--- config.mk ---
export PLATFORM = sky130hd
export DESIGN_NAME = mac_top
export DESIGN_NICKNAME = d
export VERILOG_FILES = /design/src/rtl/mac_cfg_pkg.sv /design/src/rtl/mac_regs_pkg.sv /design/src/rtl/mac_load_decode.sv /design/src/rtl/mac_segpt.sv /design/src/rtl/mac_pt_select.sv /design/src/rtl/mac_top.sv
export SDC_FILE = /design/constraint.sdc
export NUM_CORES = 1
export LEC_CHECK = 0
export BUFFER_PORTS_ARGS = -buffer_cell sky130_fd_sc_hd__buf_2
export CAP_MARGIN = 10
export CORE_UTILIZATION = 48
export CTS_CLUSTER_SIZE = 25
export DETAILED_ROUTE_END_ITERATION = 10
export GPL_ROUTABILITY_DRIVEN = 0
export PLACE_DENSITY = 0.92
export SLEW_MARGIN = 10
export SYNTH_ARGS = -nofsm -noshare
export SYNTH_HDL_FRONTEND = slang
export SYNTH_HIERARCHICAL = 1
export SYNTH_SLANG_ARGS = --single-unit
--- constraint.sdc ---
create_clock -name mclk -period 2.75 [get_ports mclk]
set_clock_uncertainty 0.2 [all_clocks]
set_input_delay 0.4125 -clock mclk [delete_from_list [all_inputs] [get_ports mclk]]
set_output_delay 0.4125 -clock mclk [all_outputs]
set_load 0.05 [all_outputs]
--- src/rtl/mac_cfg_pkg.sv ---
`default_nettype none

// ************************************************************************
// fixed widths of the memory access controller
// ************************************************************************

package mac_cfg_pkg;

  // internal data bus fidbo.
  localparam int bus_w = 16;

  // segment number held in the seg register.
  localparam int seg_w = 8;

  // virtual page field carried by a lookup.
  localparam int page_w = 6;

  // ring field at the bottom of pcr.
  localparam int ring_w = 2;

  // ************************************************************************
  // privilege
  // ************************************************************************

  // ring 3 is the supervisor and alone may reload exm and pcr once paging is on.
  localparam logic [ring_w-1:0] sup_ring = 2'd3;

endpackage

`default_nettype wire

--- src/rtl/mac_regs_pkg.sv ---
`default_nettype none

package mac_regs_pkg;

  import mac_cfg_pkg::*;

  // ************************************************************************
  // microcode load field
  // ************************************************************************

  typedef enum logic [1:0] {
    ld_none = 2'd0,                  // no register load.
    ld_exm  = 2'd1,                  // extension mode, privileged.
    ld_pcr  = 2'd2,                  // paging control, privileged.
    ld_seg  = 2'd3                   // segment number, always allowed.
  } ld_cmd_e;

  typedef struct packed {
    logic exm;                       // load exm from fidbo[2:0].
    logic pcr;                       // load pcr from fidbo[15:7,2:0].
    logic seg;                       // load seg from fidbo[7:0].
  } ld_strobe_t;

  // ************************************************************************
  // register images
  // ************************************************************************

  typedef struct packed {
    logic [1:0] xpt;                 // page extension, bus bits 2:1.
    logic       pex;                 // physical extension enable, bus bit 0.
  } exm_t;

  typedef struct packed {
    logic              pce;          // paging control enable, bit 15.
    logic [3:0]        lev;          // interrupt level, bits 14:11.
    logic [1:0]        npt;          // normal page table, bits 10:9.
    logic [1:0]        apt;          // alternate page table, bits 8:7.
    logic [3:0]        rsv;          // reads zero, bits 6:3.
    logic              ppc;          // page protection check, bit 2.
    logic [ring_w-1:0] ring;         // current ring, bits 1:0.
  } pcr_t;

  typedef struct packed {
    logic              valid;        // one cycle pulse per lookup.
    logic [1:0]        ext;          // page extension, zero unless vex.
    logic [1:0]        pt;           // selected page table.
    logic [seg_w-1:0]  seg;          // segment at lookup time.
    logic [page_w-1:0] page;         // virtual page of the lookup.
  } pt_ref_t;

endpackage

`default_nettype wire

--- src/rtl/mac_load_decode.sv ---
`timescale 1ns/1ps
`default_nettype none

module mac_load_decode (
  input  wire                       mclk,
  input  wire                       reset,
  input  wire mac_regs_pkg::ld_cmd_e ld_cmd,     // microcode load field.
  input  wire mac_regs_pkg::pcr_t    pcr,        // current pcr for the ring check.
  output mac_regs_pkg::ld_strobe_t   ld,         // granted load strobes.
  output logic                       priv_viol   // one cycle after a refused load.
);

  import mac_cfg_pkg::*;
  import mac_regs_pkg::*;

  logic priv_ok;                                 // privileged loads allowed now.
  logic refused;                                 // this cycle's load is dropped.

  // unpaged machine or supervisor ring.
  assign priv_ok = !pcr.pce || (pcr.ring == sup_ring);

  // ************************************************************************
  // load field decode
  // ************************************************************************

  always_comb begin
    ld      = '0;                                // default no strobe.
    refused = 1'b0;
    case (ld_cmd)
      ld_exm: begin
        ld.exm  = priv_ok;                       // suppressed outside ring 3.
        refused = !priv_ok;
      end
      ld_pcr: begin
        ld.pcr  = priv_ok;
        refused = !priv_ok;
      end
      ld_seg:  ld.seg = 1'b1;                    // segment loads are never checked.
      default: ld = '0;                          // ld_none.
    endcase
  end

  always_ff @(posedge mclk) begin
    if (reset) begin
      priv_viol <= 1'b0;
    end else begin
      priv_viol <= refused;                      // one pulse per refusal.
    end
  end

  a_ld_onehot: assert property (@(posedge mclk) disable iff (reset) $onehot0(ld));

endmodule

`default_nettype wire

--- src/rtl/mac_segpt.sv ---
`timescale 1ns/1ps
`default_nettype none

module mac_segpt (
  input  wire                              mclk,
  input  wire                              reset,
  input  wire                              ext_mode,   // cpu extended-mode state.
  input  wire [mac_cfg_pkg::bus_w-1:0]     fidbo,      // internal data bus.
  input  wire mac_regs_pkg::ld_strobe_t    ld,         // granted load strobes.
  output mac_regs_pkg::pcr_t               pcr,        // paging control register.
  output mac_regs_pkg::exm_t               exm,        // extension mode register.
  output logic [mac_cfg_pkg::seg_w-1:0]    seg,        // segment register.
  output logic                             seg_zero_n, // high when seg nonzero.
  output logic                             pex,        // physical extension enable.
  output logic                             vex,        // extension in effect.
  output logic [1:0]                       xpt         // page extension bits.
);

  import mac_cfg_pkg::*;
  import mac_regs_pkg::*;

  // ************************************************************************
  // control registers
  // ************************************************************************

  // exm, bus bits 2:0.
  always_ff @(posedge mclk) begin
    if (reset) begin
      exm <= '0;
    end else if (ld.exm) begin
      exm <= exm_t'(fidbo[2:0]);                 // xpt from 2:1, pex from 0.
    end
  end

  // seg, bus bits 7:0.
  always_ff @(posedge mclk) begin
    if (reset) begin
      seg <= '0;
    end else if (ld.seg) begin
      seg <= fidbo[seg_w-1:0];
    end
  end

  // pcr, bus bits 15:7 and 2:0.
  always_ff @(posedge mclk) begin
    if (reset) begin
      pcr <= '0;
    end else if (ld.pcr) begin
      pcr <= pcr_t'({fidbo[15:7], 4'b0000, fidbo[2:0]});  // hole at 6:3 reads zero.
    end
  end

  // ************************************************************************
  // derived flags
  // ************************************************************************

  assign seg_zero_n = |seg;                      // low for segment zero.
  assign pex        = exm.pex;
  assign xpt        = exm.xpt;
  assign vex        = exm.pex & ext_mode;        // extension only in extended mode.

  // reserved field stays clear whatever fidbo carried.
  a_pcr_rsv: assert property (@(posedge mclk) disable iff (reset) pcr.rsv == '0);

endmodule

`default_nettype wire

--- src/rtl/mac_pt_select.sv ---
`timescale 1ns/1ps
`default_nettype none

module mac_pt_select (
  input  wire                           mclk,
  input  wire                           reset,
  input  wire                           lookup,   // one request per cycle.
  input  wire                           alt,      // use the alternate page table.
  input  wire [mac_cfg_pkg::page_w-1:0] vpage,    // virtual page of the request.
  input  wire mac_regs_pkg::pcr_t       pcr,      // current paging control.
  input  wire mac_regs_pkg::exm_t       exm,      // current extension mode.
  input  wire [mac_cfg_pkg::seg_w-1:0]  seg,      // current segment.
  input  wire                           vex,      // extension in effect.
  output mac_regs_pkg::pt_ref_t         pt_ref    // registered reference.
);

  import mac_cfg_pkg::*;
  import mac_regs_pkg::*;

  logic [1:0] pt_sel;                             // table chosen by alt.
  logic [1:0] ext_sel;                            // extension, gated by vex.

  // ************************************************************************
  // reference forming
  // ************************************************************************

  always_comb begin
    pt_sel  = alt ? pcr.apt : pcr.npt;            // alternate or normal table.
    ext_sel = vex ? exm.xpt : 2'b00;              // no extension outside vex.
  end

  // ************************************************************************
  // output stage
  // ************************************************************************

  // registers still hold their pre-edge value here, so a load in the
  // same cycle as the lookup is not seen.
  always_ff @(posedge mclk) begin
    if (reset) begin
      pt_ref.valid <= 1'b0;
    end else begin
      pt_ref.valid <= lookup;                     // one pulse per request.
    end
    if (lookup) begin                             // payload held between lookups.
      pt_ref.ext  <= ext_sel;
      pt_ref.pt   <= pt_sel;
      pt_ref.seg  <= seg;
      pt_ref.page <= vpage;
    end
  end

  a_valid_after_reset: assert property (@(posedge mclk) reset |=> !pt_ref.valid);

endmodule

`default_nettype wire

--- src/rtl/mac_top.sv ---
`timescale 1ns/1ps
`default_nettype none

module mac_top (
  input  wire                           mclk,
  input  wire                           reset,
  input  wire                           ext_mode,   // cpu extended-mode state.
  input  wire [mac_cfg_pkg::bus_w-1:0]  fidbo,      // internal data bus.
  input  wire mac_regs_pkg::ld_cmd_e    ld_cmd,     // microcode load field.
  input  wire                           lookup,     // page-table lookup strobe.
  input  wire                           alt,        // alternate table select.
  input  wire [mac_cfg_pkg::page_w-1:0] vpage,      // lookup virtual page.
  output wire mac_regs_pkg::pcr_t       pcr,
  output wire [mac_cfg_pkg::seg_w-1:0]  seg,
  output wire                           seg_zero_n,
  output wire                           pex,
  output wire                           vex,
  output wire [1:0]                     xpt,
  output wire                           priv_viol,
  output wire mac_regs_pkg::pt_ref_t    pt_ref
);

  import mac_regs_pkg::*;

  ld_strobe_t ld;                                   // decoder to register block.
  exm_t       exm;                                  // register block to selector.

  mac_load_decode u_load_decode (
    .mclk      (mclk),
    .reset     (reset),
    .ld_cmd    (ld_cmd),
    .pcr       (pcr),                               // ring check uses live pcr.
    .ld        (ld),
    .priv_viol (priv_viol)
  );

  mac_segpt u_segpt (
    .mclk       (mclk),
    .reset      (reset),
    .ext_mode   (ext_mode),
    .fidbo      (fidbo),
    .ld         (ld),
    .pcr        (pcr),
    .exm        (exm),
    .seg        (seg),
    .seg_zero_n (seg_zero_n),
    .pex        (pex),
    .vex        (vex),
    .xpt        (xpt)
  );

  mac_pt_select u_pt_select (
    .mclk   (mclk),
    .reset  (reset),
    .lookup (lookup),
    .alt    (alt),
    .vpage  (vpage),
    .pcr    (pcr),
    .exm    (exm),
    .seg    (seg),
    .vex    (vex),
    .pt_ref (pt_ref)
  );

endmodule

`default_nettype wire

==> flow_summary.ini <==
[die]
dieArea_um2 = 3550
coreArea_um2 = 3100
rows = 20
die_y_um = 59.6
start_util_pct = 51.3
die_x_um = 59.6
boundaryPins = 78

[yosys]
synth.cell_area_um2 = 1590
syn_area_per_cell_um2 = 13.5
synth_cells = 118
yosysWarnings = 6

[clock_tree]
worstSkewPairLatency_ps = 340
cts.path.max_buffers = 2
root_buffer = clkbuf_4
htreeDepth = 2
numCtsBuffers = 5
cts_tree = done
clock-sinks = 43
path_clk_slew_ps = 120
cts_resized = 0
cts_setup_buffers = 0
cts_hold_buf = 0

[cells_and_area]
finalInstanceArea_um2 = 2030
drive_gt1_share_pct = 44.3
area_growth_pct = 27.2
layout.nets = 223
n_antenna_cell = 0
stdcell_count = 236
final_core_util_pct = 65.3

[critical_path]
crit_arrival_ps = 1350
critPathLaunch = u_segpt/seg[7]$_SDFFE_PP0P_
worst-path-buf-inv = 1
start_kind = register
rr_startpoint = u_segpt/pcr[15]$_SDFFE_PP0P_
crit_chain = nor4_1, nand2_1, buf_2
critPathMaxFanout = 4
cp_top_family = simple AND/OR/NAND/NOR gates
endpoint_kind = primary output
worstSetupPathType = reg2out
crit_required_ps = 2140
r2r_slack_ps = 1190
cp_slowest_cell = dfxtp_1
cp_slowest_stage_delay_ps = 360

[sta]
whs_ps = 40.1
tns_ps = 0
timing.final.ws_setup_ps = 785
period_minus_slack_ps = 1970
rsz0062_at_grt = no
hold_violations = 0
max_freq_ghz = 0.509
fin_crit_sh_pct = 71.5
finalSetupViolCount = 0
maxSlewViolCount = 0

[grt]
grt_pass1_vias = 961
grtUsageTotal_pct = 17.3
grt_first_pass_wirelength_um = 4380
grt-ovfl-total = 0
grt_max_degree = 26
antenna_found_initial = 0

[min_path]
worst_hold_path_type = in2reg
min_from = vpage[4]

[power]
swShare_pct = 29.3
combPwrFrac_pct = 19.7
pwr-share-clk_pct = 27.6
power_mw = 1.36
p_leak_nw = 0.970
powerDensity_nw_per_um2 = 671
net-switching-power_mw = 0.398
intPower_mw = 0.961
peakVddDrop_uv = 395
seqPwrFrac_pct = 52.8

[placed_design]
place_ws_ps = 1010
dp.cells = 228
port_buffers = 73
placed_cell_area_um2 = 1950
dp_hpwl_um = 2110

[routing]
drtAntennaViolNets = 0
vias = 1091
detail_route.wl_per_cell_um = 12.0
first_pass_iters = 4
drt_iter0_markers = 15
drc_errors = 0
viasPerCell = 4.62
drt_wl_total_um = 2820

[flow_run]
maxCapViolCount = 0

[outcome]
run_status = finished clean
power by group through the flow:
stage	logic [mW]	clock network (mW)	registers [mW]
final	0.267	0.375	0.717
after global routing	0.281	0.417	0.722
after CTS	0.268	0.385	0.717
after detailed placement	0.268	0	0.732
after global placement	0.265	0	0.731
after floorplan	0.0873	0	0.849
final timing paths:
kind	to	cells past startpoint
max	seg_zero_n	3
min	u_pt_select/pt_ref[4]$_DFFE_PP_	1
max reg2reg	u_segpt/pcr[12]$_SDFFE_PP0P_	4
min reg2reg	u_pt_select/pt_ref[12]$_DFFE_PP_	0
layout by cell type, fill, tap and decap left out:
master,count
conb_1,4
clkbuf_4,5
mux2i_1,23
dfxtp_1,25
and2_1,3
buf_2,73
bufinv_16,1
nand2_1,1
nor4_1,2
mux2_4,2
edfxtp_1,18
inv_1,2
and2b_2,2
a21boi_2,1
clkbuf_1,2
nor2b_1,1
ha_1,3
nor3b_2,1
nor2_1,23
flip-flops by register name (all words and copies together) (netlist names):
signal                   count
u_load_decode/priv_viol      1
u_pt_select/pt_ref          19
u_segpt/pcr                 12
u_segpt/pex                  1
u_segpt/seg                  8
u_segpt/xpt                  2
worst reg2reg max path: cells and delay by family (launching register included):
| kind | cells | cell delay (ps) |
|---|---|---|
| simple gates | 2 | 500 |
| flops | 1 | 330 |
| mux | 1 | 240 |
| compound gates | 1 | 170 |
final cells by class:
cell class                 instances  area [um2]
sequential                        43        1040
clock buffer                       7        45.0
clock inverter                     1        30.0
fill                             265        1080
multi-input combinational         66         482
tap                               44        55.1
timing repair buffer              73         365
inverter                           2        7.51
routing by layer:
| metal | track usage [%] | wire [um] |
|---|---|---|
| met1 | 19.3 | 1170 |
| met5 | 0 | 0 |
| met4 | 5.98 | 34 |
| met3 | 8.52 | 260 |
| met2 | 28.7 | 1360 |
Note: power is estimated with default switching activity, not from simulation.
